File: src/source/upscaler_pkg.sv
`default_nettype none

package upscaler_pkg;

	// fraction bits of the scale steps and position accumulators
	localparam int RATIO_FRAC = 12;

	typedef logic [7:0] component_t;

	typedef struct packed {
		component_t red;
		component_t green;
		component_t blue;
	} rgb_pixel_t;

	typedef logic [4:0] pix_index_t;
	typedef logic [4:0] line_index_t;

	// ring slot times line width, plus pixel index
	typedef logic [7:0] buf_addr_t;

	// one integer bit, enough for upscale and 1:1
	typedef logic [RATIO_FRAC:0] ratio_t;

	typedef struct packed {
		logic       cyc;
		logic       stb;
		logic       we;
		buf_addr_t  adr;
		rgb_pixel_t dat;
	} wb_req_t;

	typedef struct packed {
		logic       ack;
		rgb_pixel_t dat;
	} wb_rsp_t;

endpackage

`default_nettype wire

File: src/source/output_scaler.sv
`timescale 1ns/1ps
`default_nettype none

module output_scaler
	import upscaler_pkg::*;
#(
	parameter int LINE_WIDTH = 16,
	parameter int LINE_COUNT = 16
) (
	input  wire              i_ClkB,
	input  wire              i_rst,
	input  wire              i_out_pix_en,
	input  wire              i_out_hblank,
	input  wire              i_out_vblank,
	input  wire pix_index_t  i_in_width,
	input  wire line_index_t i_in_height,
	input  wire line_index_t i_sof_slot,
	input  wire              i_frame_valid,
	input  wire wb_rsp_t     i_wb_rsp,
	output wb_req_t          o_wb_req,
	output rgb_pixel_t       o_pix,
	output logic             o_pix_valid,
	output logic             o_locked
);

	// five integer bits above the fraction
	localparam int ACC_W = RATIO_FRAC + 5;

	typedef enum logic {RD_IDLE, RD_BUSY} rd_state_t;

	rd_state_t   rd_state;
	logic        hblank_q;
	logic        vblank_q;
	logic        active;
	logic        hblank_rise;
	logic        line_end;
	logic        frame_end;
	logic        frame_start;
	logic        lock_next;
	logic        rd_go;
	pix_index_t  pix_cnt;
	line_index_t line_cnt;
	line_index_t line_total;
	ratio_t      h_ratio;
	ratio_t      v_ratio;
	ratio_t      h_step;
	ratio_t      v_step;
	logic        h_done;
	logic        v_done;
	logic [ACC_W-1:0] h_acc;
	logic [ACC_W-1:0] h_pos;
	logic [ACC_W-1:0] v_acc;
	logic [ACC_W-1:0] v_base;
	logic [ACC_W-1:0] v_pos;
	pix_index_t  pix_sel;
	pix_index_t  src_pix;
	line_index_t line_sel;
	line_index_t src_line;
	line_index_t sof_q;
	line_index_t slot_base;
	line_index_t rd_slot;
	buf_addr_t   rd_adr;
	buf_addr_t   rd_adr_q;

	assign active      = i_out_pix_en && !i_out_hblank && !i_out_vblank;
	assign hblank_rise = i_out_pix_en && i_out_hblank && !hblank_q;
	assign line_end    = hblank_rise && (pix_cnt != '0);
	assign frame_end   = i_out_pix_en && i_out_vblank && !vblank_q;
	assign frame_start = i_out_pix_en && !i_out_vblank && vblank_q;
	assign line_total  = line_cnt + line_index_t'(line_end);

	// new steps are worked out in blanking, measured size as denominator
	scale_ratio_divider u_hratio (
		.i_ClkB  (i_ClkB),
		.i_rst   (i_rst),
		.i_start (line_end),
		.i_num   (i_in_width),
		.i_den   (pix_cnt),
		.o_ratio (h_ratio),
		.o_done  (h_done)
	);

	scale_ratio_divider u_vratio (
		.i_ClkB  (i_ClkB),
		.i_rst   (i_rst),
		.i_start (frame_end),
		.i_num   (i_in_height),
		.i_den   (line_total),
		.o_ratio (v_ratio),
		.o_done  (v_done)
	);

	// accumulators add before use
	assign h_pos   = h_acc + h_step;
	assign v_base  = frame_start ? '0 : v_acc;
	assign v_pos   = (pix_cnt == '0) ? v_base + v_step : v_base;
	assign pix_sel = h_pos[ACC_W-1:RATIO_FRAC];
	assign line_sel = v_pos[ACC_W-1:RATIO_FRAC];

	// clamp to the last stored pixel and line
	assign src_pix  = (pix_sel >= i_in_width) ? i_in_width - 1'b1 : pix_sel;
	assign src_line = (line_sel >= i_in_height) ? i_in_height - 1'b1 : line_sel;

	assign slot_base = frame_start ? i_sof_slot : sof_q;
	assign rd_slot   = line_index_t'((slot_base + src_line) % LINE_COUNT);
	assign rd_adr    = buf_addr_t'(rd_slot * LINE_WIDTH + src_pix);

	// lock needs a stored frame and both steps in place
	assign lock_next = o_locked ||
		(frame_start && i_frame_valid && (h_step != '0) && (v_step != '0));
	assign rd_go = active && lock_next && (rd_state == RD_IDLE);

	always_ff @(posedge i_ClkB) begin
		if (i_rst) begin
			hblank_q    <= 1'b0;
			vblank_q    <= 1'b0;
			pix_cnt     <= '0;
			line_cnt    <= '0;
			h_acc       <= '0;
			v_acc       <= '0;
			sof_q       <= '0;
			h_step      <= '0;
			v_step      <= '0;
			o_locked    <= 1'b0;
			o_pix_valid <= 1'b0;
			rd_state    <= RD_IDLE;
		end else begin
			if (i_out_pix_en) begin
				hblank_q <= i_out_hblank;
				vblank_q <= i_out_vblank;
			end

			if (hblank_rise) begin
				pix_cnt <= '0;
				h_acc   <= '0;
			end else if (active) begin
				pix_cnt <= pix_cnt + 1'b1;
				h_acc   <= h_pos;
			end

			if (frame_end) begin
				line_cnt <= '0;
			end else begin
				line_cnt <= line_total;
			end

			if (active) begin
				v_acc <= v_pos;
			end else if (frame_start) begin
				v_acc <= '0;
			end

			if (frame_start) begin
				sof_q <= i_sof_slot;
			end

			if (h_done) begin
				h_step <= h_ratio;
			end
			if (v_done) begin
				v_step <= v_ratio;
			end

			o_locked    <= lock_next;
			o_pix_valid <= (rd_state == RD_BUSY) && i_wb_rsp.ack;

			case (rd_state)
				RD_IDLE: if (rd_go) rd_state <= RD_BUSY;
				RD_BUSY: if (i_wb_rsp.ack) rd_state <= RD_IDLE;
				default: rd_state <= RD_IDLE;
			endcase
		end
	end

	always_ff @(posedge i_ClkB) begin
		if (rd_go) begin
			rd_adr_q <= rd_adr;
		end
		// read data comes with ack
		if ((rd_state == RD_BUSY) && i_wb_rsp.ack) begin
			o_pix <= i_wb_rsp.dat;
		end
	end

	assign o_wb_req = '{
		cyc: (rd_state == RD_BUSY),
		stb: (rd_state == RD_BUSY),
		we:  1'b0,
		adr: rd_adr_q,
		dat: '0
	};

endmodule

`default_nettype wire

File: src/source/scale_ratio_divider.sv
`timescale 1ns/1ps
`default_nettype none

module scale_ratio_divider
	import upscaler_pkg::*;
(
	input  wire             i_ClkB,
	input  wire             i_rst,
	input  wire             i_start,
	input  wire pix_index_t i_num,
	input  wire pix_index_t i_den,
	output ratio_t          o_ratio,
	output logic            o_done
);

	// one quotient bit per cycle
	localparam int STEPS = RATIO_FRAC + 1;
	localparam int CNT_W = $clog2(STEPS + 1);

	logic             busy;
	logic [CNT_W-1:0] step_cnt;
	logic [4:0]       rem;
	logic [5:0]       rem_shift;
	logic [5:0]       rem_diff;
	logic             fits;
	logic [RATIO_FRAC:0] dvd;
	ratio_t           quo;
	pix_index_t       den_q;

	// bring down the next dividend bit and trial subtract
	assign rem_shift = {rem, dvd[RATIO_FRAC]};
	assign rem_diff  = rem_shift - {1'b0, den_q};
	assign fits      = (rem_shift >= {1'b0, den_q});

	always_ff @(posedge i_ClkB) begin
		if (i_rst) begin
			busy     <= 1'b0;
			step_cnt <= '0;
			o_done   <= 1'b0;
		end else begin
			o_done <= 1'b0;
			if (i_start) begin
				busy     <= 1'b1;
				step_cnt <= CNT_W'(STEPS);
			end else if (busy) begin
				step_cnt <= step_cnt - 1'b1;
				if (step_cnt == CNT_W'(1)) begin
					busy   <= 1'b0;
					o_done <= 1'b1;
				end
			end
		end
	end

	// upper dividend bits preload the remainder, num < 2*den keeps it in range
	always_ff @(posedge i_ClkB) begin
		if (i_start) begin
			rem   <= i_num >> 1;
			dvd   <= {i_num[0], {RATIO_FRAC{1'b0}}};
			den_q <= i_den;
			quo   <= '0;
		end else if (busy) begin
			rem <= fits ? rem_diff[4:0] : rem_shift[4:0];
			dvd <= dvd << 1;
			quo <= {quo[RATIO_FRAC-1:0], fits};
			if (step_cnt == CNT_W'(1)) begin
				// zero denominator gives a zero step
				o_ratio <= (den_q == '0) ? '0 : {quo[RATIO_FRAC-1:0], fits};
			end
		end
	end

endmodule

`default_nettype wire

File: config.mk
export PLATFORM = sky130hd
export DESIGN_NAME = output_scaler
export DESIGN_NICKNAME = d
export VERILOG_FILES = /design/src/source/upscaler_pkg.sv /design/src/source/output_scaler.sv /design/src/source/scale_ratio_divider.sv
export SDC_FILE = /design/constraint.sdc
export NUM_CORES = 1
export LEC_CHECK = 0
export ABC_AREA = 1
export BUFFER_PORTS_ARGS = -buffer_cell sky130_fd_sc_hd__buf_2
export CAP_MARGIN = 20
export CORE_AREA = 2 2 148 121
export DETAILED_ROUTE_END_ITERATION = 6
export DIE_AREA = 0 0 150 123
export PLACE_DENSITY = 0.81
export SLEW_MARGIN = 0
export SYNTH_ARGS = -nofsm -noshare
export SYNTH_HDL_FRONTEND = slang
export SYNTH_SLANG_ARGS = --single-unit
export TNS_END_PERCENT = 30
File: constraint.sdc
create_clock -name i_ClkB -period 9.2 [get_ports i_ClkB]
set_input_delay 1.38 -clock i_ClkB [delete_from_list [all_inputs] [get_ports i_ClkB]]
set_output_delay 1.38 -clock i_ClkB [all_outputs]
set_load 0.005 [all_outputs]
==> impl_metrics.env <==
export IMPL_clkSinkCount=195
export IMPL_cts_tree="built"
export IMPL_synth_top_area_share_pct=23.2
export IMPL_drv_slew=0
export IMPL_cp_start_kind="input pin"
export IMPL_area_delta_synth_final_pct=10.5
export IMPL_pre_cts_ws_ns=2.55
export IMPL_power_density_mw_per_mm2=174
export IMPL_hold_viol_final=0
export IMPL_critPathMaxFanout=20
export IMPL_wl_per_cell_um=13.9
export IMPL_die_x_um=150
export IMPL_hpwl_mm=15.6
export IMPL_yosysSeqAreaShare_pct=46.5
export IMPL_synth_edff_count=78
export IMPL_seqCellArea_mm2=0.00468
export IMPL_holdBufCountCts=0
export IMPL_synth_most_common_cell="nand2_1"
export IMPL_core_area_mm2=0.0170
export IMPL_drv_cap=0
export IMPL_slowest_delay_ns=0.62
export IMPL_status="complete, no violations"
export IMPL_cts_setup_buffers=0
export IMPL_critPathRequiredTime_ns=9.40
export IMPL_relSlewSlack_pct=36.7
export IMPL_rsz0062_at_grt="false"
export IMPL_peakVddDrop_mv=0.166
export IMPL_drc=0
export IMPL_antenna_found_initial=1
export IMPL_utilization_pct=65.5
export IMPL_initial_core_util_pct=59.3
export IMPL_place_port_buffers=80
export IMPL_synth_common_cells="221 x nand2_1, 203 x inv_1, 117 x dfxtp_1"
export IMPL_period_share_pct=67.6
export IMPL_fillers=1379
export IMPL_io_pins=107
export IMPL_p_leak_nw=5.58
export IMPL_crit_type="input pin to flop"
export IMPL_die_area_mm2=0.0185
export IMPL_timing_setup_tns_ns=0
export IMPL_ant_nets=0
export IMPL_min_path_type="flop to flop"
export IMPL_firstDrtPassIters=5
export IMPL_cts_max_level=4
export IMPL_grt_pass1_wl_mm=34.7
export IMPL_cp_end_kind="flop"
export IMPL_syn_area_mm2=0.0101
export IMPL_setup_viol=0
export IMPL_vias=7987
export IMPL_crit_top_cell="nand2_1"
export IMPL_gp_congestion=0.901
export IMPL_cp_num_buf_inv=8
export IMPL_crit_slowest_cell="nand3_1"
export IMPL_die_h_um=123
export IMPL_cp_arrival_ns=6.41
export IMPL_synth_seq_cells=195
export IMPL_clkTransAtPathRegs_ns=0.08
export IMPL_yosysWarnings=0
export IMPL_hold_ws_ns=0.462
export IMPL_syn_inst=1223
export IMPL_drtIter0Drc=641
export IMPL_syn_area_per_cell_um2=8.24
export IMPL_drive_above_1_share_pct=11.1
export IMPL_async_flop_share_pct=0
export IMPL_max_freq_ghz=0.161
export IMPL_yosys_area_top_type="dfxtp_1"
export IMPL_synth_flop_cell="dfxtp_1"
export IMPL_cts_resized=0
export IMPL_grt_use_total_pct=23.9
export IMPL_tightest_slew_ns=0.946
export IMPL_row_count=43
export IMPL_synth_cell_type_count=47
export IMPL_clk_latency_ns=0.44
export IMPL_cts_made_buffers=17
export IMPL_multi_input_area_mm2=0.00436
export IMPL_fin_crit_ns=6.22
export IMPL_clock_path_buffers=2
export IMPL_path_delay_family="simple AND/OR/NAND/NOR gates"
export IMPL_wl_mm=21.4
export IMPL_first_global_vias=7291
export IMPL_setup_ws_ns=2.98
export IMPL_cts_root_buf="clkbuf_16"
export IMPL_vias_per_cell=5.20
export IMPL_synth_area_leaders="dfxtp_1 23%, edfxtp_1 23%, nand2_1 8.2%"
export IMPL_final_nets=1409
export IMPL_grt_max_degree=42
export IMPL_clock_skew_ns=0.0101
export IMPL_grt_remaining_overflow=0
==> through the flow <==
stage,instance area (µm²),cells,power (mW)
after floorplan,10200,1247,1.18
after global placement,10500,1500,1.21
after detailed placement,10500,1501,1.23
after CTS,11100,1533,1.94
after global routing,11100,1536,2.01
final,11100,1536,1.94
==> registers in the layout, summed over array words and instances (netlist names), 8 cells and up <==
signal and count:
u_hratio.o_ratio 13, u_vratio.quo 12, v_step 13, h_step 13, rd_adr_q 8, u_hratio.quo 12, v_acc 17, o_pix 24
h_acc 17, u_vratio.o_ratio 13
==> layer usage <==
| layer | part of all wire [%] | up-vias | GRT usage [%] |
|---|---|---|---|
| li1 | - | 4108 | - |
| met1 | 48 | 3592 | 33.4 |
| met2 | 44 | 256 | 37.4 |
| met3 | 6.9 | 31 | 4.69 |
| met4 | 1.8 | 0 | 8.02 |
| met5 | 0 | - | 0 |
==> cells in the final DEF (no fill, tap or decap), types with 10 or more instances in the layout <==
cell | synthesis | routed
xor2_1 | 17 | 17
a22oi_1 | 12 | 12
nor2_1 | 111 | 111
o22ai_1 | 11 | 11
nor3_1 | 13 | 13
a21oi_1 | 76 | 76
o21ai_1 | 11 | 11
o211ai_1 | 12 | 12
inv_1 | 203 | 203
ha_1 | 61 | 61
o21ai_0 | 79 | 79
buf_2 | 6 | 80
nand3_1 | 58 | 58
clkbuf_16 | 0 | 17
nand4_1 | 12 | 12
nand2_1 | 221 | 221
dfxtp_1 | 117 | 117
conb_1 | 1 | 25
xnor2_1 | 10 | 10
edfxtp_1 | 78 | 78
==> worst register-to-register path, delay by kind of cell, from the launching register on <==
kind | cells | cell delay, ns
AND/OR/NAND/NOR | 21 | 2.73
adder cells (fa/ha/maj) | 5 | 1.61
buffers and inverters | 6 | 0.37
flip-flops | 1 | 0.33
AO/OA/AOI/OAI | 2 | 0.23
==> report_power, final <==
part / internal (mW) / switching (mW) / leakage (nW)
clock network: 0.367 / 0.354 / 0.286
logic: 0.0870 / 0.145 / 3.62
registers: 0.955 / 0.0273 / 1.67
total: 1.41 / 0.526 / 5.58
==> worst paths after layout <==
kind / start / endpoint / slack [ns] / cells after the start
min reg2reg: u_vratio.rem[4]$_SDFFE_PP0P_ / u_vratio.rem[4]$_SDFFE_PP0P_ / 0.46 / 2
min: u_vratio.rem[4]$_SDFFE_PP0P_ / u_vratio.rem[4]$_SDFFE_PP0P_ / 0.46 / 2
max reg2reg: vblank_q$_SDFFE_PP0P_ / rd_adr_q[7]$_DFFE_PP_ / 3.69 / 34
max: i_out_vblank / rd_adr_q[7]$_DFFE_PP_ / 2.98 / 36
==> layout make-up <==
cell class              count  share of cell area, %
repair buffers             85                   4.00
diodes                      1                 0.0225
clock buffers              18                   3.94
inverters                 211                   7.11
flip-flops and latches    195                   42.1
well taps                 225                   2.53
multi-input cells         787                   39.1
clock inverters            14                   1.22
==> kinds of logic (layout without fill, tap and decap cells) <==
group | count (synthesis) | in the layout | synth area share, %
DFF | 195 | 195 | 46.5
AOI/OAI and AO/OA | 223 | 223 | 12.4
adders and majority gates | 66 | 66 | 8.57
other | 1 | 26 | 0.0372
xor gates and xnor gates | 27 | 27 | 2.35
buffers and inverters | 265 | 328 | 11.2
and+or+nand+nor | 445 | 445 | 18.9
muxes | 1 | 1 | 0.0993
No activity file was read; power rests on OpenSTA's default activity.
