File: src/source/upscaler_pkg.sv
`default_nettype none

package upscaler_pkg;

	// fraction bits of the scale steps and position accumulators
	localparam int RATIO_FRAC = 12;

	typedef logic [7:0] component_t;

	typedef struct packed {
		component_t red;
		component_t green;
		component_t blue;
	} rgb_pixel_t;

	typedef logic [4:0] pix_index_t;
	typedef logic [4:0] line_index_t;

	// ring slot times line width, plus pixel index
	typedef logic [7:0] buf_addr_t;

	// one integer bit, enough for upscale and 1:1
	typedef logic [RATIO_FRAC:0] ratio_t;

	typedef struct packed {
		logic       cyc;
		logic       stb;
		logic       we;
		buf_addr_t  adr;
		rgb_pixel_t dat;
	} wb_req_t;

	typedef struct packed {
		logic       ack;
		rgb_pixel_t dat;
	} wb_rsp_t;

endpackage

`default_nettype wire

File: src/source/line_buffer_arbiter.sv
`timescale 1ns/1ps
`default_nettype none

module line_buffer_arbiter
	import upscaler_pkg::*;
(
	input  wire          i_ClkB,
	input  wire          i_rst,
	input  wire wb_req_t i_cap_req,
	input  wire wb_req_t i_scl_req,
	input  wire wb_rsp_t i_mem_rsp,
	output wb_rsp_t      o_cap_rsp,
	output wb_rsp_t      o_scl_rsp,
	output wb_req_t      o_mem_req
);

	typedef enum logic [1:0] {GNT_IDLE, GNT_CAP, GNT_SCL} grant_t;

	grant_t grant;
	logic   last_scl;
	logic   hold_cap;
	logic   hold_scl;
	logic   sel_cap;
	logic   sel_scl;

	// a grant lasts while its master keeps cyc up
	assign hold_cap = (grant == GNT_CAP) && i_cap_req.cyc;
	assign hold_scl = (grant == GNT_SCL) && i_scl_req.cyc;

	// free bus is granted in the cycle cyc rises
	// on a tie the master not served last goes first
	assign sel_cap = hold_cap ||
		(!hold_scl && i_cap_req.cyc && (!i_scl_req.cyc || last_scl));
	assign sel_scl = !sel_cap && i_scl_req.cyc;

	always_ff @(posedge i_ClkB) begin
		if (i_rst) begin
			grant    <= GNT_IDLE;
			last_scl <= 1'b0;
		end else begin
			if (sel_cap) begin
				grant <= GNT_CAP;
			end else if (sel_scl) begin
				grant <= GNT_SCL;
			end else begin
				grant <= GNT_IDLE;
			end
			if (sel_cap || sel_scl) begin
				last_scl <= sel_scl;
			end
		end
	end

	always_comb begin
		o_mem_req = '0;
		if (sel_cap) begin
			o_mem_req = i_cap_req;
		end else if (sel_scl) begin
			o_mem_req = i_scl_req;
		end
	end

	// ack only to the granted master
	assign o_cap_rsp = '{ack: i_mem_rsp.ack && sel_cap, dat: i_mem_rsp.dat};
	assign o_scl_rsp = '{ack: i_mem_rsp.ack && sel_scl, dat: i_mem_rsp.dat};

endmodule

`default_nettype wire

File: config.mk
export PLATFORM = sky130hd
export DESIGN_NAME = line_buffer_arbiter
export DESIGN_NICKNAME = d
export VERILOG_FILES = /design/src/source/upscaler_pkg.sv /design/src/source/line_buffer_arbiter.sv
export SDC_FILE = /design/constraint.sdc
export NUM_CORES = 1
export LEC_CHECK = 0
export BUFFER_PORTS_ARGS = -buffer_cell sky130_fd_sc_hd__clkbuf_2
export CAP_MARGIN = 15
export CORE_AREA = 4 4 69 71
export CTS_BUF_LIST = sky130_fd_sc_hd__clkbuf_16
export CTS_CLUSTER_DIAMETER = 120
export CTS_CLUSTER_SIZE = 10
export DETAILED_ROUTE_END_ITERATION = 10
export DIE_AREA = 0 0 73 75
export PLACE_DENSITY = 0.72
export SLEW_MARGIN = 20
export SYNTH_ARGS = -nofsm -noshare
export SYNTH_HDL_FRONTEND = slang
export SYNTH_SLANG_ARGS = --single-unit
File: constraint.sdc
create_clock -name i_ClkB -period 2 [get_ports i_ClkB]
set_input_delay 0.4 -clock i_ClkB [delete_from_list [all_inputs] [get_ports i_ClkB]]
set_output_delay 0.4 -clock i_ClkB [all_outputs]
set_load 0.02 [all_outputs]
==> reports/qor.csv, run 1 <==
stage;metric;value;unit
detailed_routing;violation count after the first detailed-routing iteration;13;
sta;worst clock skew;0.000321;ns
critical_path;Stages on worst setup path;7;
critical_path;Req. time, crit path;1.60;ns
floorplanning;total core area;4230;um2
detailed_routing;met2 WL;1920;um
finish;area grow syn2layout;75.5;%
critical_path;Reg2Reg Depth;8;
clock_network;CTS Hold Bufs;0;
global_routing;global route overflow;0;
yosys;dominant cell type by area after synthesis;buf_4;
outcome;outcome;finished, violations left;
sta;RSZ-0062 raised after global routing;yes;
yosys;Synth top area share;41.6;%
clock_network;CTS clk-pin slew, worst paths;0.03;ns
yosys;syn_area_per_cell;8.19;um2
sta;worst rel slew slack;72.9;%
global_routing;number of global-route vias before repair;1047;
clock_network;CTS tree;done;
power;Net Sw Frac;31.5;%
run;max_cap viols;0;
finish;layout cell share with drive strength beyond 1;72.4;%
detailed_routing;Vias/cell;4.43;
placed_design;IO Port Bufs;109;
critical_path;number of buffers and inverters on the critical path;4;
yosys;Seq cells post-synth;3;
yosys;Mapped Cells;108;
detailed_routing;routed length on met3;436;um
critical_path;r2r setup slk;0.53;ns
yosys;dominant synthesized flop cell;dfxtp_1;
power;clock network power share;34.9;%
critical_path;crit-path cells;nor2b_4 -> buf_6 -> a221oi_4 -> buf_6 -> buf_8 -> a22o_1 -> clkbuf_8;
critical_path;RR Endpoint;grant[0];
critical_path;CP max stage delay;0.31;ns
detailed_routing;Vias;1001;
sta;Least-Margin Pin Slew;0.407;ns
placed_design;HPWL Detailed;2740;um
critical_path;CP Launch Point;grant[1];
yosys;Synth cell types;14;
sta;crit path time final;2.03;ns
power;Internal;0.000603;W
critical_path;WP data arrival;1.63;ns
critical_path;Worst setup SP type;register;
placed_design;Place WS;-0.0493;ns
critical_path;most used cell along the critical path;buf_6;
detailed_routing;highest metal used;met4;
hold_path;worst min path class;input port to register;
global_routing;initial antenna violation count;0;
power;Leakage;0.853;nW
detailed_routing;DR WL/cell;15.2;um
yosys;Post-synth top cells;buf_4, a22o_1, buf_6;
clock_network;Clock Latency Late Sink;0.22;ns
power;Logic pwr share;57.4;%
global_routing;all-layer global routing usage;11.2;%
floorplanning;DIE HEIGHT;75;um
yosys;register area share after synthesis;6.79;%
finish;design area;1550;um2
critical_path;Setup crit end;o_mem_req[31];
critical_path;CP max FO;8;
clock_network;Root Buffer;clkbuf_16;
yosys;top cells by area, synth;buf_4, a22o_1, dfxtp_1;
critical_path;RR Startpoint;grant[1];
placed_design;Cell Count Post-Placement;217;
floorplanning;Die ar.;5480;um2
floorplanning;Top Ports;182;
clock_network;CTS Sinks;3;
sta;final worst slack;-0.0275;ns
sta;Fin Setup TNS;-0.248;ns
detailed_routing;WL met1;1030;um
power;sequential power share;7.7;%
placed_design;gp weighted congestion;0.655;
power;pwr/cell area;567;nW/um2
finish;final cell count without fillers;226;
global_routing;first-pass GRT wire length;4740;um
sta;final hold viol count;0;
critical_path;slowest CP cell;dfxtp_2;
finish;final net count;272;
clock_network;Clock Tree Buf Depth;2;
yosys;synthesized cell area;885;um2
detailed_routing;DRC;0;
yosys;Syn. warnings;0;
floorplanning;Chip Width;73;um
critical_path;Crit. End Element;primary output;
detailed_routing;final wirelength;3440;um
floorplanning;Initial Utilization;20.9;%
detailed_routing;antenna viol nets, final;0;
yosys;EDFF count, synth;0;
clock_network;total CTS buffers;3;
critical_path;Top Family by Delay on Critical Path;buffers and inverters;
clock_network;htree depth;1;
power;VDD IR max;528;uV
global_routing;largest net degree at the start of global routing;36;
finish;fillcell total;419;
power;Power Total;0.000880;W
critical_path;crit path kind;register to primary output;
finish;Antenna Cells;0;
detailed_routing;1st-pass router iterations;2;
yosys;asr flop ratio synth;0;%
yosys;count leader, synth;buf_4;
placed_design;Placed Area;1100;um2
sta;max frequency;493;MHz
floorplanning;FP Rows;24;
sta;fin. max-slew vios;0;
power;Psw;0.000277;W
yosys;Syn Nets;205;
sta;period utilization;101;%
outcome;failing checks;setup timing;
sta;# setup viols final;17;
## placed cells by master, fill, tap and decap left out
master     count
nand2_1        2
clkbuf_16      3
and2_1         2
buf_8          3
clkbuf_8      25
nor2b_1        2
dfxtp_2        2
a22o_1        34
clkbuf_2      74
dfxtp_1        1
a221oi_4       1
nor2_1         1
buf_4          3
nor3_1         2
nor2b_4        1
buf_6         13
inv_1          3
nand2b_1       1
o221a_4        1
## how the worst min path moves through the flow
stage / slack, ns / end / depth (start not counted) / startpoint
2_1_floorplan: 0.47 / grant[0] / 1 / i_rst
3_3_place_gp: 0.53 / last_scl / 2 / last_scl
3_5_place_dp: 0.52 / last_scl / 2 / last_scl
4_1_cts: 0.37 / grant[1] / 2 / i_rst
5_1_grt: 0.38 / grant[0] / 2 / i_rst
6_report: 0.36 / grant[0] / 2 / i_rst
## metrics by stage
step	utilization [%]	hold WS [ns]
4_1_cts	35.6	0.368
3_5_place_dp	26.0	0.521
6_report	36.7	0.364
5_1_grt	36.7	0.377
3_3_place_gp	26.0	0.528
2_1_floorplan	-	0.472
## state kept, by name, indices dropped and copies added, names as in the netlist
signal and count:
grant 2, last_scl 1
## power by group through the flow
stage               clock, W  sequential [W]  combinational [W]
CTS                 0.000312       0.0000673           0.000488
finish              0.000308       0.0000678           0.000505
global route        0.000317       0.0000685           0.000537
detailed placement         0       0.0000671           0.000369
floorplan                  0       0.0000666           0.000363
global placement           0       0.0000669           0.000365
## kinds of logic after synthesis
logic type	share of synthesized area, %
buffers and inverters	49.9
AND/OR/NAND/NOR	6.65
AO/OA/AOI/OAI	36.6
flip-flops	6.79
## worst register-to-register path: stages, from the launching register on
cell and delay [ns]:
dfxtp_2 0.31, nor2b_4 0.13, buf_6 0.11, a221oi_4 0.25, buf_6 0.17, buf_6 0.13
buf_4 0.11, buf_4 0.10, nor2b_1 0.11
## routing by layer
metal	global-route usage (%)	up-vias
met4	4.71	0
met2	23.4	88
met5	0	-
met1	10.3	423
met3	2.00	14
li1	-	476
## timing repair
item,in CTS,in global routing
pin swaps,14,3
resized for setup,73,23
hold endpoints to repair,0,0
setup buffers,3,0
setup endpoints to repair,36,36
cloned,2,0
## area by class of cell
cell class	instances	area, um2	share of cell area [%]
Timing Repair Buffer	118	928	59.8
Multi-Input combinational cell	47	410	26.4
Clock buffer	3	75.1	4.83
Tap cell	52	65.1	4.19
Sequential cell	3	62.6	4.03
Inverter	2	7.51	0.483
Clock inverter	1	3.75	0.242
Power figures use the tool's default switching activity.
==> run 2: changes to the inputs <==
Settings changed: CAP_MARGIN 15 to 20, CORE_AREA 4 4 69 71 to 4 4 68 70, DIE_AREA 0 0 73 75 to 0 0 72 74, PLACE_DENSITY 0.72 to 0.74.
Clock period 2 ns to 2.6 ns, I/O delays scaled along.
==> run 2 against run 1 <==
  * The flow now finishes without violations
  * Sequential cell count is the same
  * Count of clock-buffer cells in the layout is the same
  * First-iteration DRC count shrank 15%
  * Die area shrank 2.7%
  * Worst hold slack gained 0.14 ns
  * Setup slack gained 0.34 ns
  * Via count shrank 2.6%
  * Clock power shrank 21%
  * Sequential power shrank 24%
  * Utilization shrank 7.2 points
  * Combinational power shrank 45%
  * Total power shrank 35%
  * Highest routed layer unchanged
==> reports/qor.csv, run 2 (synthesis gave the netlist of run 1 again) <==
stage;metric;value;unit;change
outcome;outcome;finished, final reports clean;;
critical_path;crit path kind;input port to primary output;;
critical_path;Crit. End Element;primary output;;
placed_design;HPWL Detailed;2470;um;-9.9%
sta;max frequency;437;MHz;
global_routing;initial antenna violation count;0;;unchanged
sta;fin. max-slew vios;0;;unchanged
hold_path;worst min path class;input port to register;;
hold_path;HP Start;i_rst;;
critical_path;CP max FO;25;;+17
detailed_routing;DRC;0;;unchanged
global_routing;all-layer global routing usage;10.2;%;-1.0 points
detailed_routing;DR WL/cell;13.6;um;-11%
global_routing;first-pass GRT wire length;4300;um;-9.3%
floorplanning;Initial Utilization;22.3;%;+1.4 points
detailed_routing;violation count after the first detailed-routing iteration;11;;-2
global_routing;global route overflow;0;;unchanged
detailed_routing;final wirelength;2950;um;-14%
clock_network;Clock Tree Buf Depth;2;;unchanged
global_routing;number of global-route vias before repair;1018;;-2.8%
global_routing;largest net degree at the start of global routing;36;;unchanged
placed_design;IO Port Bufs;109;;unchanged
finish;Top Registers;grant: 2 flops, last_scl: 1 flops;;
floorplanning;total core area;3970;um2;-6.2%
sta;# setup viols final;0;;-17
clock_network;total CTS buffers;3;;unchanged
finish;most common cell after layout, fill and taps aside;clkbuf_2;;
clock_network;CTS Sinks;3;;unchanged
power;pwr/cell area;488;nW/um2;-14%
sta;Fin Setup TNS;0;ns;+0.248 ns
detailed_routing;1st-pass router iterations;4;;+2
power;Power Total;0.000572;W;-35%
finish;layout cell share with drive strength beyond 1;69.5;%;-3.0 points
clock_network;htree depth;1;;unchanged
critical_path;CP Launch Point;i_scl_req[34];;
finish;Largest register FFs;2;;unchanged
placed_design;gp weighted congestion;0.682;;+4.0%
power;VDD IR max;431;uV;-18%
run;max_cap viols;0;;unchanged
floorplanning;Chip Width;72;um;-1.4%
sta;worst clock skew;0.00412;ns;+0.00380 ns
clock_network;CTS tree;done;;
detailed_routing;antenna viol nets, final;0;;unchanged
critical_path;Worst setup SP type;input port;;
finish;fillcell total;437;;+4.3%
floorplanning;Top Ports;182;;unchanged
floorplanning;FP Rows;23;;-4.2%
critical_path;WP data arrival;1.77;ns;+0.14 ns
sta;worst rel slew slack;73.3;%;+0.45 points
finish;most frequent cells in the layout;clkbuf_2, a22o_1;;
clock_network;Setup Fix Bufs, Post-CTS;0;;-3
finish;multi-input logic area;403;um2;-1.8%
critical_path;Req. time, crit path;2.08;ns;+0.48 ns
power;Leakage;0.719;nW;-16%
finish;area grow syn2layout;32.5;%;
clock_network;Root Buffer;clkbuf_16;;
sta;crit path time final;2.29;ns;
sta;period utilization;88.0;%;
finish;Largest Register;grant;;
clock_network;Clock Latency Late Sink;0.23;ns;about the same
finish;Antenna Cells;0;;unchanged
finish;Post-Route Utilization;29.5;%;-7.2 points
clock_network;CTS clk-pin slew, worst paths;0.03;ns;about the same
finish;Reg area;60.1;um2;-4.0%
sta;Least-Margin Pin Slew;0.400;ns;-0.00668 ns
finish;final net count;265;;-2.6%
detailed_routing;Vias;975;;-2.6%
finish;final cell count without fillers;217;;-4.0%
sta;RSZ-0062 raised after global routing;no;;
critical_path;RR Startpoint;grant[1];;
detailed_routing;Vias/cell;4.49;;+1.4%
floorplanning;DIE HEIGHT;74;um;-1.3%
floorplanning;Die ar.;5330;um2;-2.7%
sta;final hold viol count;0;;unchanged
placed_design;Cell Count Post-Placement;213;;-1.8%
-- run 2: report_power, final --
| part | internal (W) | total, W | switching (W) |
|---|---|---|---|
| clock network | 0.000199 | 0.000244 | 0.0000450 |
| logic | 0.000123 | 0.000277 | 0.000154 |
| registers | 0.0000495 | 0.0000512 | 0.00000175 |
-- run 2: per-layer routing --
layer	wire length, um	track usage (%)	vias to the layer above
met1	964	8.87	411
met4	142	7.72	0
met5	0	0	-
met3	354	2.57	25
met2	1490	19.9	80
li1	-	-	459
-- run 2: path summary, 6_finish.rpt --
check,slack [ns],to,cells after the start
hold / removal,0.50,grant[0],2
setup reg to reg,1.29,grant[0],4
setup / recovery,0.31,o_mem_req[18],6
hold reg to reg,0.51,last_scl,2
-- run 2: final cells by class --
cell class	count	area share [%]
Sequential cell	3	5.12
Tap cell	50	5.34
Clock inverter	1	0.320
Clock buffer	3	6.40
Timing Repair Buffer	111	47.8
Inverter	2	0.640
Multi-Input combinational cell	47	34.4
-- run 2: what timing repair did --
action                                  in CTS  in global routing
hold buffers                                 0                  0
endpoints found under the setup margin       0                  5
gates resized for setup                      0                  1
-- run 2: critical path: stages --
cell      delay, ns
clkbuf_2       0.14
nor2b_1        0.17
a221oi_4       0.26
buf_4          0.30
a22o_1         0.19
clkbuf_2       0.17
-- run 2: through the flow --
stage          setup WS, ns  hold WS [ns]  cell area, um2
2_1_floorplan         0.638         0.481             885
3_3_place_gp          0.276         0.504            1080
3_5_place_dp          0.252         0.514            1080
4_1_cts               0.107         0.494            1160
5_1_grt               0.209         0.495            1170
6_report              0.312         0.499            1170
