## src/source/upscaler_pkg.sv

```systemverilog
`default_nettype none

package upscaler_pkg;

	// fraction bits of the scale steps and position accumulators
	localparam int RATIO_FRAC = 12;

	typedef logic [7:0] component_t;

	typedef struct packed {
		component_t red;
		component_t green;
		component_t blue;
	} rgb_pixel_t;

	typedef logic [4:0] pix_index_t;
	typedef logic [4:0] line_index_t;

	// ring slot times line width, plus pixel index
	typedef logic [7:0] buf_addr_t;

	// one integer bit, enough for upscale and 1:1
	typedef logic [RATIO_FRAC:0] ratio_t;

	typedef struct packed {
		logic       cyc;
		logic       stb;
		logic       we;
		buf_addr_t  adr;
		rgb_pixel_t dat;
	} wb_req_t;

	typedef struct packed {
		logic       ack;
		rgb_pixel_t dat;
	} wb_rsp_t;

endpackage

`default_nettype wire

```

## src/source/input_line_capture.sv

```systemverilog
`timescale 1ns/1ps
`default_nettype none

module input_line_capture
	import upscaler_pkg::*;
#(
	parameter int LINE_WIDTH = 16,
	parameter int LINE_COUNT = 16
) (
	input  wire         i_ClkB,
	input  wire         i_rst,
	input  wire         i_in_pix_en,
	input  wire         i_in_hblank,
	input  wire         i_in_vblank,
	input  wire rgb_pixel_t i_in_pix,
	input  wire wb_rsp_t    i_wb_rsp,
	output wb_req_t     o_wb_req,
	output pix_index_t  o_in_width,
	output line_index_t o_in_height,
	output line_index_t o_sof_slot,
	output logic        o_frame_valid
);

	typedef enum logic {WR_IDLE, WR_BUSY} wr_state_t;

	wr_state_t   wr_state;
	logic        hblank_q;
	logic        vblank_q;
	logic        active;
	logic        hblank_rise;
	logic        line_end;
	logic        frame_end;
	pix_index_t  pix_cnt;
	line_index_t line_cnt;
	line_index_t line_total;
	line_index_t wr_slot;
	line_index_t wr_slot_next;
	line_index_t frame_slot;
	buf_addr_t   wr_adr;
	rgb_pixel_t  wr_dat;

	assign active = i_in_pix_en && !i_in_hblank && !i_in_vblank;

	// rising blank edges close a line or a frame
	assign hblank_rise = i_in_pix_en && i_in_hblank && !hblank_q;
	assign line_end    = hblank_rise && (pix_cnt != '0);
	assign frame_end   = i_in_pix_en && i_in_vblank && !vblank_q;

	// line count including a line that ends in this same cycle
	assign line_total = line_cnt + line_index_t'(line_end);

	always_comb begin
		wr_slot_next = wr_slot;
		if (line_end) begin
			wr_slot_next = (wr_slot == line_index_t'(LINE_COUNT - 1)) ? '0 : wr_slot + 1'b1;
		end
	end

	always_ff @(posedge i_ClkB) begin
		if (i_rst) begin
			hblank_q      <= 1'b0;
			vblank_q      <= 1'b0;
			pix_cnt       <= '0;
			line_cnt      <= '0;
			wr_slot       <= '0;
			frame_slot    <= '0;
			o_in_width    <= '0;
			o_in_height   <= '0;
			o_sof_slot    <= '0;
			o_frame_valid <= 1'b0;
			wr_state      <= WR_IDLE;
		end else begin
			if (i_in_pix_en) begin
				hblank_q <= i_in_hblank;
				vblank_q <= i_in_vblank;
			end

			if (hblank_rise) begin
				pix_cnt <= '0;
			end else if (active) begin
				pix_cnt <= pix_cnt + 1'b1;
			end

			// width of the line just finished
			if (line_end) begin
				o_in_width <= pix_cnt;
			end

			wr_slot <= wr_slot_next;

			if (frame_end) begin
				line_cnt   <= '0;
				frame_slot <= wr_slot_next;
				// publish only frames that held active lines
				if (line_total != '0) begin
					o_in_height   <= line_total;
					o_sof_slot    <= frame_slot;
					o_frame_valid <= 1'b1;
				end
			end else begin
				line_cnt <= line_total;
			end

			case (wr_state)
				WR_IDLE: if (active) wr_state <= WR_BUSY;
				WR_BUSY: if (i_wb_rsp.ack) wr_state <= WR_IDLE;
				default: wr_state <= WR_IDLE;
			endcase
		end
	end

	// pixels arriving during a pending write are dropped
	always_ff @(posedge i_ClkB) begin
		if (active && (wr_state == WR_IDLE)) begin
			wr_adr <= buf_addr_t'(wr_slot * LINE_WIDTH + pix_cnt);
			wr_dat <= i_in_pix;
		end
	end

	assign o_wb_req = '{
		cyc: (wr_state == WR_BUSY),
		stb: (wr_state == WR_BUSY),
		we:  1'b1,
		adr: wr_adr,
		dat: wr_dat
	};

endmodule

`default_nettype wire

```

## config.mk

```make
export PLATFORM = sky130hd
export DESIGN_NAME = input_line_capture
export DESIGN_NICKNAME = d
export VERILOG_FILES = /design/src/source/upscaler_pkg.sv /design/src/source/input_line_capture.sv
export SDC_FILE = /design/constraint.sdc
export NUM_CORES = 1
export LEC_CHECK = 0
export BUFFER_PORTS_ARGS = -buffer_cell sky130_fd_sc_hd__buf_2
export CAP_MARGIN = 15
export CORE_MARGIN = 2
export CORE_UTILIZATION = 43
export CTS_CLUSTER_DIAMETER = 100
export DETAILED_ROUTE_END_ITERATION = 10
export PLACE_DENSITY = 0.75
export SYNTH_ARGS = -nofsm -noshare
export SYNTH_HDL_FRONTEND = slang
export SYNTH_SLANG_ARGS = --single-unit
```

## constraint.sdc

```tcl
create_clock -name i_ClkB -period 2.9 [get_ports i_ClkB]
set_input_delay 0.58 -clock i_ClkB [delete_from_list [all_inputs] [get_ports i_ClkB]]
set_output_delay 0.58 -clock i_ClkB [all_outputs]
set_load 0.005 [all_outputs]
```

==> impl_metrics.env, run 1 <==
export IMPL_outcome="finished clean"
export IMPL_drv_slew=0
export IMPL_cap_violations=0
export IMPL_multi_input_area_sq_um=858.3
export IMPL_grt_pass1_vias=1818
export IMPL_syn_to_final_growth_pct=26.43
export IMPL_post_dp_cell_area_sq_mm=0.003164
export IMPL_cts_htree_levels=3
export IMPL_ctsRootBufferMaster="clkbuf_8"
export IMPL_io_buffer_count=79
export IMPL_holdPathEnd="o_wb_req[17]"
export IMPL_global_route_usage_met3_pct=5.761
export IMPL_drt_total_wl_microns=5071
export IMPL_gr_total_overflow=0
export IMPL_p_leak_nw=1.396
export IMPL_fmax_mhz=371.5
export IMPL_cts_tree="yes"
export IMPL_antenna_found_initial=0
export IMPL_tightestPinTransition_ns=0.6171
export IMPL_num_rows=28
export IMPL_clockBufferDepth=2
export IMPL_rr_startpoint="pix_cnt[1]"
export IMPL_holdWs_ns=0.3994
export IMPL_grtUsageMet1_pct=18.60
export IMPL_slew_limit_headroom_pct=58.86
export IMPL_worstHoldPathType="in2reg"
export IMPL_synth_cell_type_count=43
export IMPL_path_max_fanout=6
export IMPL_crit_family="simple AND/OR/NAND/NOR gates"
export IMPL_stdcell_area_sq_mm=0.003369
export IMPL_start_util_pct=44.75
export IMPL_cpMostUsedCell="ha_1"
export IMPL_first_iter_violations=135
export IMPL_dieWidth_microns=82.73
export IMPL_clock_sinks=71
export IMPL_ys_seq_area_share_pct=65.35
export IMPL_clkLatencyLatePin_ns=0.35
export IMPL_final_cells=384
export IMPL_min_delay_start="i_in_pix[17]"
export IMPL_seq_area_sq_mm=0.001742
export IMPL_holdPathStages=1
export IMPL_drive_gt1_share_pct=36.57
export IMPL_place_congestion=0.7505
export IMPL_fin_setup_tns_ns=0
export IMPL_top_usage_layer="met2"
export IMPL_nFillCells=541
export IMPL_syn_avg_cell_area_sq_um=12.17
export IMPL_fin_nets=365
export IMPL_pin_count=105
export IMPL_r2r_end="o_sof_slot[0]"
export IMPL_gr_usage_met2_pct=25.56
export IMPL_clk_pin_slew_worst_paths_ns=0.08
export IMPL_grt_usage_pct=15.80
export IMPL_syn_area_sq_mm=0.002665
export IMPL_drtPass1Iterations=4
export IMPL_ys_ff_latch=71
export IMPL_synth_warnings=0
export IMPL_synth_net_count=280
export IMPL_crit_chain="inv_1, ha_1, or4b_4, nand2_4, inv_4, ha_1, ha_1, xnor2_2, o211ai_1, o211ai_1, a31oi_1"
export IMPL_period_minus_slack_ns=2.692
export IMPL_ff2ff_path_depth=11
export IMPL_fp_dieH_microns=82.73
export IMPL_syn_inst=219
export IMPL_post_route_period_util_pct=92.83
export IMPL_grt_setup_unrepaired="no"
export IMPL_cp_buffers_inverters=2
export IMPL_hpwl_microns=3553
export IMPL_wl_per_cell_microns=13.21
export IMPL_num_vias=1935
export IMPL_die_area_sq_mm=0.006843
export IMPL_start_kind="flip-flop"
export IMPL_crit_required_ns=3.11
export IMPL_dp_cells=368
export IMPL_cp_slowest_stage_delay_ns=0.50
export IMPL_drc_errors=0
export IMPL_post_cts_repair_setup_buffers=0
export IMPL_critPathCaptureType="flip-flop"
export IMPL_cts_buffers=9
export IMPL_grt_pass1_wl_microns=8031
export IMPL_core_area_sq_mm=0.005956
export IMPL_worstPathArrival_ns=2.90
export IMPL_setup_viol=0
export IMPL_peakVddDrop_uv=320.2
export IMPL_cts_hold_buf=0
export IMPL_r2r_slack_ns=0.21
export IMPL_slowest_stage="or4b_4"
export IMPL_finalHoldViolCount=0
export IMPL_grt_max_degree=36
export IMPL_vias_per_cell=5.039
export IMPL_antenna_left=0
export IMPL_critPathKind="reg2reg"
export IMPL_powerDensity_mw_per_mm2=578.1
export IMPL_n_antenna_cell=0
export IMPL_fin_skew_ns=0.008599
[report_power, final]
group | switching [mW] | total [mW] | internal [mW]
sequential | 0.00718 | 1.07 | 1.07
combinational | 0.0510 | 0.0932 | 0.0422
clock | 0.379 | 0.782 | 0.403
total | 0.437 | 1.95 | 1.51
[worst register-to-register path, stage by stage, from the launching register on]
cell	delay (ns)
dfxtp_1	0.36
inv_1	0.08
ha_1	0.13
or4b_4	0.50
nand2_4	0.14
inv_4	0.06
ha_1	0.21
ha_1	0.23
xnor2_2	0.28
o211ai_1	0.23
o211ai_1	0.24
a31oi_1	0.10
[synth_stat cells (all sizes together)]
cell type  count  share of area (%)
dfxtp         39                 29
edfxtp        32                 36
nor2          20                2.8
nand2         19                3.0
a31oi         10                2.3
nand3         10                1.9
clkbuf         8                1.2
a21oi          7                1.3
ha             7                3.3
o211ai         6                1.7
xor2           6                2.0
buf            4               0.99
inv            4               0.66
xnor2          4                1.3
a211oi         3               0.85
a22oi          3               0.85
and2           3               0.75
mux2i          3                1.1
nand2b         3               0.70
nand4          3               0.70
nor3           3               0.56
or2            3               0.70
and3           2               0.47
nor2b          2               0.47
o21ai          2               0.38
o21ba          2               0.75
a22o           1               0.33
a311oi         1               0.56
and3b          1               0.33
and4           1               0.33
conb           1               0.14
nor3b          1               0.47
o211a          1               0.38
o22a           1               0.33
o32ai          1               0.33
or3            1               0.23
or4b           1               0.52
[cells in the final DEF, fill, tap and decap left out, types with 3 or more instances in the layout]
cell	count
nand3_1	10
a211oi_1	3
buf_2	79
edfxtp_1	32
mux2i_1	3
nand2_1	18
a21oi_1	7
ha_1	7
xnor2_1	3
clkbuf_8	9
dfxtp_1	39
clkinv_4	3
nand4_1	3
nor3_1	3
nor2_1	20
a31oi_1	10
o211ai_1	6
xor2_1	6
a22oi_1	3
nand2b_1	3
buf_4	6
inv_1	3
[routing by layer]
metal / up-vias / share of wire, %
met2: 73 / 45
met1: 890 / 43
met5: - / 0
met3: 11 / 9.2
met4: 0 / 2.1
li1: 961 / -
[cell type report]
class                           count  share of cell area [%]
Sequential cell                    71                   51.69
Multi-Input combinational cell    132                   25.47
Timing Repair Buffer               86                   13.67
Clock buffer                       10                   3.788
Tap cell                           75                   2.785
Clock inverter                      6                   2.079
Inverter                            4                  0.5199
[through the flow]
stage	total power, mW	utilization [%]	setup WS [ns]
after floorplan	1.144	-	0.002424
after global placement	1.187	53.13	0.2073
after detailed placement	1.190	53.13	0.1359
after CTS	1.971	56.45	0.1044
after global routing	2.041	56.58	0.006530
final	1.948	56.58	0.2079
[logic make-up after synthesis]
logic type	after synthesis	share of synthesized area [%]
AO/OA/AOI/OAI	38	10.09
XOR/XNOR	10	3.286
adder cells (fa/ha/maj)	7	3.286
buffers and inverters	16	2.817
flip-flops	71	65.35
multiplexers	3	1.127
other	1	0.1407
AND/OR/NAND/NOR	73	13.90
[repair_timing]
| item | in CTS | in global routing |
|---|---|---|
| hold endpoints to repair | 0 | 0 |
| gates resized for setup | 0 | 1 |
| endpoints found under the setup margin | 0 | 9 |
[registers in the layout, indices dropped and copies added, names as in the netlist]
| name | cells |
|---|---|
| o_sof_slot | 5 |
| frame_slot | 5 |
| vblank_q | 1 |
| wr_adr | 8 |
| o_in_height | 5 |
| o_in_width | 5 |
| pix_cnt | 5 |
| o_frame_valid | 1 |
| o_wb_req | 24 |
| line_cnt | 5 |
| wr_slot | 5 |
| hblank_q | 1 |
| wr_state | 1 |
[how the worst max path moves through the flow]
stage | from | endpoint | cells after the start
finish | pix_cnt[1] | o_sof_slot[0] | 11
global route | pix_cnt[1] | o_sof_slot[4] | 11
floorplan | i_in_vblank | o_wb_req[0] | 2
global placement | pix_cnt[1] | o_sof_slot[4] | 11
CTS | pix_cnt[1] | o_sof_slot[0] | 11
detailed placement | pix_cnt[1] | o_sof_slot[0] | 11
No activity file was read; power rests on OpenSTA's default activity.
==> run 2, diff against run 1 <==
--- a/config.mk
+++ b/config.mk
@@ -9,6 +9,7 @@
 export CAP_MARGIN = 15
 export CORE_MARGIN = 2
 export CORE_UTILIZATION = 43
+export CTS_BUF_LIST = sky130_fd_sc_hd__clkbuf_16
 export CTS_CLUSTER_DIAMETER = 100
 export DETAILED_ROUTE_END_ITERATION = 10
 export PLACE_DENSITY = 0.75
==> run 2 against run 1 <==
  * Clock-buffer cell count down 1
  * Critical path depth is the same
  * Combinational power is essentially flat
  * Global-route usage rose by 0.13 points
  * Via count unchanged
  * Maximum frequency fell by 0.98%
  * Sequential share of layout area down 1.5 points
==> impl_metrics.env, run 2 (synthesis gave the netlist of run 1 again) <==
export IMPL_clk_pin_slew_worst_paths_ns=0.06
export IMPL_pre_cts_ws_ns=0.1359
export IMPL_tightestPinTransition_ns=0.6099
export IMPL_worstHoldPathType="in2reg"
export IMPL_first_iter_violations=96
export IMPL_post_cts_repair_setup_buffers=0
export IMPL_drive_gt1_share_pct=36.57
export IMPL_clockBufferDepth=2
export IMPL_core_area_sq_mm=0.005956
export IMPL_die_area_sq_mm=0.006843
export IMPL_grt_max_degree=36
export IMPL_antenna_found_initial=0
export IMPL_drv_slew=0
export IMPL_powerDensity_mw_per_mm2=647.6
export IMPL_grt_pass1_vias=1848
export IMPL_outcome="finished clean"
export IMPL_cts_buffers=9
export IMPL_setup_viol=0
export IMPL_dieWidth_microns=82.73
export IMPL_syn_to_final_growth_pct=30.23
export IMPL_grt_usage_pct=15.93
export IMPL_worstPathArrival_ns=2.90
export IMPL_period_minus_slack_ns=2.719
export IMPL_wl_met1_microns=2300
export IMPL_fmax_mhz=367.8
export IMPL_slew_limit_headroom_pct=59.34
export IMPL_pin_count=105
export IMPL_start_util_pct=44.75
export IMPL_post_route_period_util_pct=93.75
export IMPL_path_max_fanout=6
export IMPL_fin_nets=365
export IMPL_finalWorstSetupSlack_ns=0.1812
export IMPL_num_rows=28
export IMPL_dr_wl_met3_microns=395
export IMPL_routed_wl_met2_microns=2331
export IMPL_peakVddDrop_uv=433.4
export IMPL_io_buffer_count=79
export IMPL_clock_sinks=71
export IMPL_top_layer_used="met4"
export IMPL_holdWs_ns=0.4251
export IMPL_rr_startpoint="pix_cnt[1]"
export IMPL_p_leak_nw=1.446
export IMPL_clkLatencyLatePin_ns=0.32
export IMPL_crit_path_start="pix_cnt[1]"
export IMPL_critPathCaptureType="flip-flop"
export IMPL_critPathKind="reg2reg"
export IMPL_wl_per_cell_microns=13.35
export IMPL_fin_skew_ns=0.005830
export IMPL_largest_reg_flops=24
export IMPL_final_cell_mix="79 x buf_2, 39 x dfxtp_1, 32 x edfxtp_1"
export IMPL_crit_required_ns=3.08
export IMPL_gr_total_overflow=0
export IMPL_cts_htree_levels=3
export IMPL_grt_setup_unrepaired="no"
export IMPL_start_kind="flip-flop"
export IMPL_vias_per_cell=5.039
export IMPL_drt_total_wl_microns=5128
export IMPL_drc_errors=0
export IMPL_min_delay_start="i_in_pix[17]"
export IMPL_hpwl_microns=3553
export IMPL_cts_tree="yes"
export IMPL_grt_pass1_wl_microns=8086
export IMPL_place_congestion=0.7505
export IMPL_antenna_left=0
export IMPL_final_util_pct=58.28
export IMPL_cap_violations=0
export IMPL_num_vias=1935
export IMPL_ctsRootBufferMaster="clkbuf_16"
export IMPL_finalHoldViolCount=0
export IMPL_n_antenna_cell=0
export IMPL_layout_commonest_cell="buf_2"
export IMPL_fin_setup_tns_ns=0
export IMPL_drtPass1Iterations=4
export IMPL_fp_dieH_microns=82.73
==> run 2: changes by cell type in the layout (fill, tap and decap cells not counted), sizes merged <==
| cell | delta |
|---|---|
| clkbuf | -1 |
| inv | +1 |
==> run 2: report_power, final <==
group | switching (mW) | internal [mW]
Clock | 0.412 | 0.668
Sequential | 0.00728 | 1.07
Combinational | 0.0512 | 0.0423
Total | 0.471 | 1.78
==> run 2: critical path, cell delays in order, from the launching register on <==
cell	delay, ns
dfxtp_1	0.35
inv_1	0.09
ha_1	0.13
or4b_4	0.50
nand2_4	0.14
inv_4	0.07
ha_1	0.21
ha_1	0.23
xnor2_2	0.26
o211ai_1	0.25
o211ai_1	0.25
a31oi_1	0.10
==> run 2: per-stage QoR <==
step                      power (mW)  instance area [sq um]  instances
final                          2.248                   3471        384
after global routing           2.336                   3471        384
after CTS                      2.270                   3463        384
after detailed placement       1.190                   3164        368
after global placement         1.187                   3164        368
after floorplan                1.144                   2665        219
==> run 2: cell type report <==
| cell class | count | area [sq um] |
|---|---|---|
| Clock inverter | 7 | 73.82 |
| Clock buffer | 9 | 225.2 |
| Timing Repair Buffer | 86 | 460.4 |
| Multi-Input combinational cell | 132 | 858.3 |
| Inverter | 4 | 17.52 |
| Sequential cell | 71 | 1742 |
| Tap cell | 75 | 93.84 |
| Fill cell | 525 | 2485 |
==> run 2: path summary, 6_finish.rpt <==
| kind | end | cells after the start | slack, ns |
|---|---|---|---|
| worst max register to register | o_sof_slot[4] | 11 | 0.18 |
| worst min-delay path | o_wb_req[17] | 1 | 0.43 |
| worst max-delay path | o_sof_slot[4] | 11 | 0.18 |
| worst min register to register | wr_slot[4] | 2 | 0.45 |
==> run 2: routing by layer <==
metal | vias up | GRT usage (%)
met4 | 0 | 8.033
met2 | 63 | 26.61
li1 | 962 | -
met5 | - | 0
met3 | 9 | 5.435
met1 | 901 | 18.11
==> run 2: repair_timing <==
action | 4_1_cts | 5_1_grt
endpoints found under the setup margin | 0 | 9
hold buffers | 0 | 0
resized for setup | 0 | 1
